--- config.mk ---
export PLATFORM = sky130hd
export DESIGN_NAME = riscv_fetch
export DESIGN_NICKNAME = d
export VERILOG_FILES = /design/src/logic/riscv_fetch.sv
export VERILOG_INCLUDE_DIRS = /design/src /design/src/include
export SDC_FILE = /design/constraint.sdc
export NUM_CORES = 1
export LEC_CHECK = 0
export ABC_CLOCK_PERIOD_IN_PS = 3000
export BUFFER_PORTS_ARGS = -buffer_cell sky130_fd_sc_hd__buf_2
export CAP_MARGIN = 20
export CORE_MARGIN = 8
export CORE_UTILIZATION = 53
export CTS_BUF_LIST = sky130_fd_sc_hd__clkbuf_8
export CTS_CLUSTER_DIAMETER = 100
export DETAILED_ROUTE_END_ITERATION = 10
export PLACE_DENSITY_LB_ADDON = 0.05
export SLEW_MARGIN = 40
export SYNTH_ARGS = -nofsm -noshare
export SYNTH_HDL_FRONTEND = slang
export SYNTH_SLANG_ARGS = --single-unit
--- constraint.sdc ---
create_clock -name i_riscv_core_clk -period 3 [get_ports i_riscv_core_clk]
set_input_delay 0.3 -clock i_riscv_core_clk [delete_from_list [all_inputs] [get_ports i_riscv_core_clk]]
set_output_delay 0.3 -clock i_riscv_core_clk [all_outputs]
set_load 0.01 [all_outputs]
--- src/include/riscv_params.svh ---
`ifndef RISCV_PARAMS_SVH
`define RISCV_PARAMS_SVH

`define XLEN       64
`define RF_ADDR_W  5
`define RESET_PC   64'h0

`define OP_RTYPE   7'b0110011
`define OP_ITYPE   7'b0010011
`define OP_LOAD    7'b0000011
`define OP_STORE   7'b0100011
`define OP_BRANCH  7'b1100011

`define F3_ADD     3'b000
`define F3_XOR     3'b100
`define F3_OR      3'b110
`define F3_AND     3'b111
`define F3_LD      3'b011
`define F3_BEQ     3'b000

`define F7_SUB     7'b0100000

`endif
--- src/logic/riscv_fetch.sv ---
`timescale 1ns/10ps
`include "riscv_params.svh"

module riscv_fetch (
  input  logic             i_riscv_core_clk,
  input  logic             i_rst_n,
  input  logic             i_stall_pc,
  input  logic             i_stall_fd,
  input  logic             i_flush_fd,
  input  logic             i_pcsrc,
  input  logic [`XLEN-1:0] i_branch_target,
  input  logic [31:0]      i_inst,
  output logic [`XLEN-1:0] o_pc,
  output logic [`XLEN-1:0] o_pc_d,
  output logic [31:0]      o_inst_d
);

  localparam logic [31:0] nop_inst = 32'h0000_0013;   // addi x0, x0, 0

  always_ff @(posedge i_riscv_core_clk or negedge i_rst_n) begin
    if (!i_rst_n)
      o_pc <= `RESET_PC;
    else if (!i_stall_pc)
      o_pc <= i_pcsrc ? i_branch_target : o_pc + `XLEN'd4;
  end

  always_ff @(posedge i_riscv_core_clk or negedge i_rst_n) begin
    if (!i_rst_n) begin
      o_pc_d   <= '0;
      o_inst_d <= nop_inst;
    end else if (i_flush_fd) begin                     // Wrong-path fetch after a taken BEQ
      o_pc_d   <= '0;
      o_inst_d <= nop_inst;
    end else if (!i_stall_fd) begin
      o_pc_d   <= o_pc;
      o_inst_d <= i_inst;
    end
  end

endmodule

==> summary.md, run 1 <==
| Metric | Value |
|---|---|
| Die span in y | 140 um |
| Hold Vio Cnt, Final | 0 |
| GRT Total Usage | 0.262 |
| Total core area | 0.0151 sq mm |
| Setup Crit Path Kind | register to register |
| Vias | 7,669 |
| Top cells by instance count after synthesis | dfrtp_1, nor2_1, mux2i_1, nand2_1 |
| Post-DRT Antenna Nets | 0 |
| Clk Latency, worst-skew pair | 460 ps |
| Final setup margin | 349 ps |
| Syn_area_per_cell | 9.44 sq um |
| Setup TNS | 0 ps |
| Max-cap violation count | 0 |
| Worst hold path class | primary input to register |
| VDD IR max | 0.000262 V |
| Rel. slew slack | 0.507 |
| Top area cells in the synthesized netlist | dfrtp_1, mux2i_1, nor2_1, o21ai_0, nand2_1 |
| TritonCTS clock tree | done |
| FP Rows | 45 |
| Worst-path clk slew | 90 ps |
| Area grow syn2layout | 22.7% |
| CP Capture Type | register |
| CP startpoint kind | register |
| Critical Path RT | 3350 ps |
| Die area | 0.0195 sq mm |
| DR vias/cell | 5.92 |
| Cell area power density | 524 mW/mm^2 |
| Final period util | 0.884 |
| DR DRC count | 0 |
| Worst-path fanout max | 10 |
| Cell taking the most area after synthesis | dfrtp_1 |
| Unrepaired setup endpoints after global routing | no |
| Ports | 262 |
| Crit path DAT | 3010 ps |
| Initial core utilization | 0.538 |
| Sequential fraction of the synthesis area | 0.493 |
| Hold_sp | i_branch_target[1] |
| Tmin final | 2650 ps |
| WL final | 26.0 mm |
| CTS buffer count | 17 |
| Achievable Freq | 0.377 GHz |
| Layout cells sized above 1 | 0.294 |
| Dominant synthesized flop cell | dfrtp_1 |
| Non-Filler Instances | 1,295 |
| Design Area, Final | 0.00997 sq mm |
| Initial antenna violation count | 3 |
| Placed cell areas | 0.00959 sq mm |
| First-pass GRT wire length | 41.2 mm |
| Grt ovf | 0 |
| CTS max path bufs | 2 |
| Tot Pwr | 5.23 mW |
| Slew Viols, Final | 0 |
| Synth cell types | 58 |
| Setup violations, final | 0 |
| Die W | 140 um |
| Number of synthesized flops with an enable pin | 0 |
| DR iter-0 viols | 733 |
| CP Launch Point | o_pc[12] |
| Min Hold Slack | 31.7 ps |
| Post-place setup slack | 425 ps |
| Synth async-reset ratio | 1.00 |
| H-tree depth | 4 |
| Leakage | 4.88 nW |
| CTS root buffer | clkbuf_8 |
| Most instantiated library cell after synthesis | dfrtp_1 |
| Yosys Warn Count | 0 |
| Outcome | complete, no violations |
| Cells after Synth | 860 |
| Wire length per cell | 20.1 um |
| Syn Nets | 963 |
| Routability cong. | 0.926 |
| Post-synthesis register bit count | 160 |
| CTS sink cnt | 160 |
| Mapped Area | 0.00812 sq mm |
| DRT Pass-1 Iters | 7 |
| Number of global-route vias before repair | 7,440 |
| Port bufs | 261 |
| Reg2reg start | o_pc[12] |
| Nets | 1,195 |
| Placed insts | 1,260 |
| Pin count of the biggest net entering global routing | 97 |
| Worst clock skew | 11.7 ps |
| DP HPWL | 18.9 mm |
| Worst Tran Pin Value | 740 ps |
| Finished Core Util | 0.661 |
| Synth top area share | 0.484 |
state kept, by name, indices dropped and copies added (netlist names):
name      cells
o_inst_d     32
o_pc         64
o_pc_d       64
worst max-delay path: stages, from the launching register on:
cell and delay [ps]:
dfrtp_1 570, nand4_4 200, nor4_2 710, and3_1 420, nand4_1 240, a221o_1 400
cell usage in the layout (no fill, tap or decap), drive strengths merged, types with 3 or more instances in the layout:
master,instances
a31oi,5
nor2b,6
nand2,55
o22a,9
a211oi,7
o311ai,6
dfstp,3
and4,3
a2bb2oi,3
a211o,3
o31a,4
nand3,40
or3,13
nor3,39
a21oi,33
inv,11
o21ai,52
and2,5
nand4,25
buf,280
nor4,16
mux2i,96
nor2,141
a32oi,4
clkinvlp,3
o22ai,4
clkinv,7
and3,13
dfrtp,157
clkbuf,19
a22oi,14
final cells by class:
type                       instances  area (sq um)
sequential                       160          4010
timing repair buffer             281          1500
antenna                            2          5.00
clock inverter                    13           103
multi-input combinational        624          3830
tap                              188           235
inverter                           8          30.0
fill                            1315          5120
clock buffer                      19           262
logic make-up (layout without fill, tap and decap cells):
group                      count (synthesis)  after routing  synth area share
buffers and inverters                     76            321            0.0357
muxes                                     96             96             0.118
and+or+nand+nor                          365            365             0.220
adders and majority gates                  1              1           0.00154
AOI/OAI and AO/OA                        161            161             0.129
other                                      0              2                 0
xor gates and xnor gates                   1              1           0.00108
DFF                                      160            160             0.493
path summary, 6_finish.rpt:
path                            slack (ps)  cells past startpoint     endpoint
worst max-delay path                   350                      5     o_pc[54]
worst min-delay path                    30                      3      o_pc[1]
worst max register to register         350                      5     o_pc[54]
worst min register to register         510                      2      o_pc[1]
max in group asynchronous             1870                      3  o_inst_d[4]
min in group asynchronous              400                      2   o_pc_d[16]
layer usage:
| layer | up-vias | wire length (um) | GRT usage |
|---|---|---|---|
| li1 | 3594 | - | - |
| met1 | 3681 | 11500 | 0.347 |
| met2 | 347 | 11600 | 0.397 |
| met3 | 45 | 2280 | 0.0814 |
| met4 | 2 | 611 | 0.0914 |
| met5 | - | 13 | 0 |
what timing repair did:
action,4_1_cts,5_1_grt
hold endpoints to repair,61,0
buffers inserted,0,0
hold buffers,1,0
gates resized for setup,0,0
endpoints found under the setup margin,0,0
power by group:
part           total (mW)  switching (mW)  internal, mW  leakage, nW
clock network        1.49           0.858         0.628        0.179
registers            2.67           0.296          2.37         2.01
logic                1.07           0.619         0.454         2.69
total                5.23            1.77          3.45         4.88
Note: power is estimated with default switching activity, not from simulation.
==> run 2, diff against run 1 <==
--- a/config.mk
+++ b/config.mk
@@ -7,13 +7,13 @@
 export NUM_CORES = 1
 export LEC_CHECK = 0
 export ABC_CLOCK_PERIOD_IN_PS = 3000
-export BUFFER_PORTS_ARGS = -buffer_cell sky130_fd_sc_hd__buf_2
 export CAP_MARGIN = 20
 export CORE_MARGIN = 8
-export CORE_UTILIZATION = 53
+export CORE_UTILIZATION = 66
 export CTS_BUF_LIST = sky130_fd_sc_hd__clkbuf_8
 export CTS_CLUSTER_DIAMETER = 100
 export DETAILED_ROUTE_END_ITERATION = 10
+export DONT_BUFFER_PORTS = 1
 export PLACE_DENSITY_LB_ADDON = 0.05
 export SLEW_MARGIN = 40
 export SYNTH_ARGS = -nofsm -noshare
==> run 2 against run 1 <==
  * Clock-buffer cell count shrank 1
  * Core utilization is 7.9 points higher
  * Setup slack got worse by 25 ps
  * The flow now finishes with violations (negative hold slack)
  * Fmax decreased by 0.95%
  * Largest cell class unchanged
  * Hold slack got worse by 500 ps
  * Sequential power grew 4%
  * Highest routed layer unchanged
  * Total power down 6.9%
  * Global-route usage grew 5.2 points
==> summary.md, run 2 (same netlist as run 1, synthesis figures left out) <==
| Metric | Value |
|---|---|
| Outcome | finished with violations |
| Failing checks | negative hold slack |
| Clk Latency, worst-skew pair | 460 ps |
| Rel. slew slack | 0.547 |
| VDD IR max | 0.000440 V |
| Slew Viols, Final | 0 |
| CTS buffer count | 17 |
| Critical Path RT | 3360 ps |
| Post-DRT Antenna Nets | 0 |
| Die area | 0.0161 sq mm |
| Leakage | 3.90 nW |
| Fillcell total | 899 |
| Setup violations, final | 0 |
| CP Capture Type | register |
| Tmin final | 2680 ps |
| Number of global-route vias before repair | 6,809 |
| Worst clock skew | 9.66 ps |
| Final setup margin | 323 ps |
| DR vias/cell | 6.97 |
| Post-CTS Hold Buffers | 34 |
| Wire length per cell | 25.1 um |
| Buf+Inv Stages, Crit Path | 0 |
| First-pass GRT wire length | 39.6 mm |
| Achievable Freq | 0.374 GHz |
| WL final | 25.6 mm |
| Hold Vio Cnt, Final | 160 |
| Regs by FF count | o_pc (64), o_pc_d (64), o_inst_d (32) |
| CTS sink cnt | 160 |
| Final period util | 0.892 |
| DRT Pass-1 Iters | 7 |
| Ports | 262 |
| Critical path cell sequence | nand4_4 > nor3_4 > nand4_1 > or4_1 > o31a_1 > nor3_1 |
| Max-cap violation count | 0 |
| DR iter-0 viols | 700 |
| Cell area power density | 547 mW/mm^2 |
| DP HPWL | 17.4 mm |
| Die span in y | 127 um |
| Setup TNS | 0 ps |
| Area grow syn2layout | 9.44% |
| Post-place setup slack | 368 ps |
| Pin count of the biggest net entering global routing | 161 |
| Number of diodes | 0 |
| Worst-path fanout max | 8 |
| Worst-path clk slew | 80 ps |
| Routability cong. | 0.914 |
| Commonest non-fill, non-tap cell in the layout | dfrtp_1 |
| CTS max path bufs | 2 |
| CTS root buffer | clkbuf_8 |
| Multi-input logic area | 0.00383 sq mm |
| Port bufs | 0 |
| Setup Fix Bufs, Post-CTS | 0 |
| Worst hold path class | primary input to asynchronous set/reset pin |
| CP startpoint kind | register |
| Total core area | 0.0120 sq mm |
| Nets | 967 |
| TritonCTS clock tree | done |
| Most frequent cells in the layout | dfrtp_1, nor2_1, mux2i_1 |
| CP peak stage delay | 700 ps |
| FF/Latch Area | 0.00401 sq mm |
| Grt ovf | 0 |
| Min Hold Slack | -473 ps |
| Worst Tran Pin Value | 678 ps |
| Initial core utilization | 0.676 |
| Crit path DAT | 3040 ps |
| Setup Crit Path Kind | register to register |
| Initial antenna violation count | 1 |
| H-tree depth | 4 |
| Vias | 7,119 |
| Layout cells sized above 1 | 0.0674 |
| Post-CTS resize count | 0 |
| GRT Total Usage | 0.314 |
| Unrepaired setup endpoints after global routing | no |
| DR DRC count | 0 |
| Critical path's slowest cell | or4_1 |
| FP Rows | 40 |
| Die W | 127 um |
| Top delay family on crit path | simple AND/OR/NAND/NOR gates |
-- run 2: cell count changes in the layout (fill, tap and decap cells not counted), moves of 2 or more --
| cell | before | now |
|---|---|---|
| buf_2 | 258 | 0 |
| dlygate4sd3_1 | 1 | 32 |
| inv_1 | 7 | 12 |
| inv_6 | 4 | 0 |
| clkinv_2 | 2 | 5 |
| clkinv_4 | 4 | 1 |
| clkinvlp_4 | 3 | 0 |
| buf_6 | 2 | 0 |
| diode_2 | 2 | 0 |
-- run 2: cell type report --
cell class / instances / area share
clock buffer: 18 / 0.0279
clock inverter: 12 / 0.00929
inverter: 8 / 0.00338
multi-input combinational: 624 / 0.430
sequential: 160 / 0.451
tap: 147 / 0.0207
timing repair buffer: 53 / 0.0574
-- run 2: power by group --
group	total, mW	internal, mW	leakage [nW]	switching (mW)
clock network	1.40	0.645	0.194	0.750
registers	2.79	2.37	2.01	0.419
logic	0.681	0.312	1.70	0.369
total	4.87	3.33	3.90	1.54
-- run 2: worst paths after layout --
kind                                          from           end  slack, ps  cells after the start
max in group asynchronous                  i_rst_n    o_pc_d[47]       3170                      0
setup / recovery                          o_pc[14]      o_pc[60]        320                      6
hold / removal                             i_rst_n    o_pc_d[48]       -470                      0
setup reg to reg                          o_pc[14]      o_pc[60]        320                      6
min in group i_riscv_core_clk  i_branch_target[44]      o_pc[44]         20                      2
hold reg to reg                       o_inst_d[24]  o_inst_d[24]        600                      2
-- run 2: stage by stage --
step | hold slack [ps] | instance area [sq um] | power [mW] | util | std cells
finish | -473 | 8890 | 4.87 | 0.740 | 1022
global route | -502 | 8890 | 5.06 | 0.740 | 1022
CTS | -490 | 8890 | 4.87 | 0.740 | 1022
detailed placement | 9.11 | 8190 | 3.43 | 0.682 | 958
global placement | 8.68 | 8190 | 3.38 | 0.682 | 958
floorplan | 4.41 | 8120 | 3.24 | - | 860
-- run 2: routing by layer --
metal  routed length [um]  up-vias  GRT usage  share of wire
met5                   13        -          0        0.00051
met2                12200      503      0.497           0.48
met4                  601        2      0.117          0.023
met3                 3330       57      0.118           0.13
met1                 9470     3425      0.386           0.37
li1                     -     3132          -              -
==> run 3, diff against run 2 <==
--- a/config.mk
+++ b/config.mk
@@ -8,7 +8,7 @@
 export LEC_CHECK = 0
 export ABC_CLOCK_PERIOD_IN_PS = 3000
 export CAP_MARGIN = 20
-export CORE_MARGIN = 8
+export CORE_MARGIN = 4
 export CORE_UTILIZATION = 66
 export CTS_BUF_LIST = sky130_fd_sc_hd__clkbuf_8
 export CTS_CLUSTER_DIAMETER = 100
==> run 3 against run 2 <==
  * The flow still finishes with violations (negative hold slack)
  * Combinational power is 8.7% lower
  * Setup slack better by 62 ps
  * Register-to-register slack better by 60 ps
  * Global-route usage is 1.9 points higher
  * Sequential power hardly changed
  * Hold slack better by 12 ps
  * Sequential cell count stayed put
  * Sequential share of layout area is 0.32 points higher
  * Die area is 12% lower
  * Final cell count is 1.3% lower
  * Critical path type unchanged
  * Critical endpoint is now o_pc[58]
==> summary.md, run 3 (same netlist as run 1, synthesis figures left out) <==
| Metric | Value |
|---|---|
| Outcome | finished with violations |
| Failing checks | negative hold slack |
| Min Hold Slack | -461 ps |
| VDD IR max | 0.000320 V |
| Nets | 952 |
| Post-DRT Antenna Nets | 0 |
| Wire length per cell | 23.5 um |
| DRT Pass-1 Iters | 6 |
| Crit path DAT | 2970 ps |
| Initial antenna violation count | 0 |
| Clk Latency, worst-skew pair | 450 ps |
| Layout cells sized above 1 | 0.0650 |
| Initial core utilization | 0.676 |
| Total core area | 0.0120 sq mm |
| Number of global-route vias before repair | 6,948 |
| Setup Fix Bufs, Post-CTS | 0 |
| Most frequent cells in the layout | dfrtp_1, nor2_1, mux2i_1 |
| CTS sink cnt | 160 |
| Tmin final | 2610 ps |
| Worst hold path class | primary input to asynchronous set/reset pin |
| WL final | 23.8 mm |
| Final period util | 0.871 |
| Worst clock skew | 9.07 ps |
| Worst Tran Pin Value | 804 ps |
| Finished Core Util | 0.735 |
| CTS root buffer | clkbuf_8 |
| Reg2reg start | o_pc[16] |
| First-pass GRT wire length | 37.5 mm |
| Met3 Track Usage GR | 0.122 |
| Critical Path RT | 3360 ps |
| Setup TNS | 0 ps |
| Hold Vio Cnt, Final | 160 |
| TritonCTS clock tree | done |
| Die area | 0.0141 sq mm |
| Max-cap violation count | 0 |
| Achievable Freq | 0.383 GHz |
| Worst-path fanout max | 8 |
| Unrepaired setup endpoints after global routing | no |
| DR iter-0 viols | 639 |
| Area grow syn2layout | 8.67% |
| Ports | 262 |
| Commonest non-fill, non-tap cell in the layout | dfrtp_1 |
| Worst-path clk slew | 80 ps |
| Slew Viols, Final | 0 |
| DP HPWL | 15.9 mm |
| Pin count of the biggest net entering global routing | 161 |
| Grt ovf | 0 |
| DR DRC count | 0 |
| GRT Total Usage | 0.333 |
| Leakage | 3.87 nW |
| CTS buffer count | 17 |
| Placed insts | 954 |
| H-tree depth | 4 |
| CP Launch Point | o_pc[16] |
| Met2 GRT Util | 0.535 |
| Die W | 119 um |
| Fillcell total | 866 |
| Setup Crit Path Kind | register to register |
| Vias | 7,058 |
| FP Rows | 40 |
| Gr busiest metal | met2 |
| Port bufs | 0 |
| Die span in y | 119 um |
| Post-CTS resize count | 0 |
| CP Capture Type | register |
| CTS max path bufs | 2 |
| Regs by FF count | o_pc (64), o_pc_d (64), o_inst_d (32) |
| Routability cong. | 0.903 |
| Cell area power density | 571 mW/mm^2 |
| Non-Filler Instances | 1,009 |
| Setup violations, final | 0 |
| CP startpoint kind | register |
| DR vias/cell | 7.00 |
| Met1 Track Usage GR | 0.413 |
| Number of diodes | 0 |
| Rel. slew slack | 0.463 |
run 3: final cells by class:
| cell class | count | area [sq um] | share of cell area |
|---|---|---|---|
| sequential | 160 | 4010 | 0.454 |
| multi-input combinational | 624 | 3830 | 0.434 |
| timing repair buffer | 38 | 370 | 0.0420 |
| clock buffer | 20 | 275 | 0.0312 |
| tap | 147 | 184 | 0.0208 |
| clock inverter | 12 | 133 | 0.0150 |
| inverter | 8 | 30.0 | 0.00340 |
run 3: power by group:
group	leakage, nW	internal [mW]	switching, mW	total [mW]
registers	2.01	2.37	0.429	2.80
clock network	0.222	0.870	0.745	1.62
logic	1.63	0.292	0.330	0.622
run 3: metal layers:
layer	wire, um	up-vias
met2	11300	479
li1	-	3096
met3	2850	67
met4	755	0
met5	0	-
met1	8870	3416
run 3: worst max-delay path, stage by stage, from the launching register on:
cell and delay [ps]:
dfrtp_1 510, nand3_1 280, nor3_4 290, nand4_1 190, or4_1 710, o31a_1 350
nor3_1 200
run 3: worst paths after layout:
| kind | slack (ps) | end | depth (start not counted) |
|---|---|---|---|
| setup / recovery | 390 | o_pc[58] | 6 |
| hold / removal | -460 | o_pc_d[57] | 0 |
| setup reg to reg | 390 | o_pc[58] | 6 |
| hold reg to reg | 600 | o_pc_d[17] | 2 |
| max in group asynchronous | 3220 | o_inst_d[4] | 0 |
| min in group i_riscv_core_clk | 10 | o_pc[47] | 1 |
run 3: through the flow:
step	total power [mW]	cell area, sq um	worst slack, ps
2_1_floorplan	3.24	8120	673
3_3_place_gp	3.35	8160	519
3_5_place_dp	3.39	8160	437
4_1_cts	5.04	8810	413
5_1_grt	5.27	8830	250
6_report	5.04	8830	386
run 3: repair_timing:
item / 4_1_cts / 5_1_grt
hold buffers: 21 / 2
endpoints found under the hold margin: 292 / 162
endpoints found under the setup margin: 0 / 0
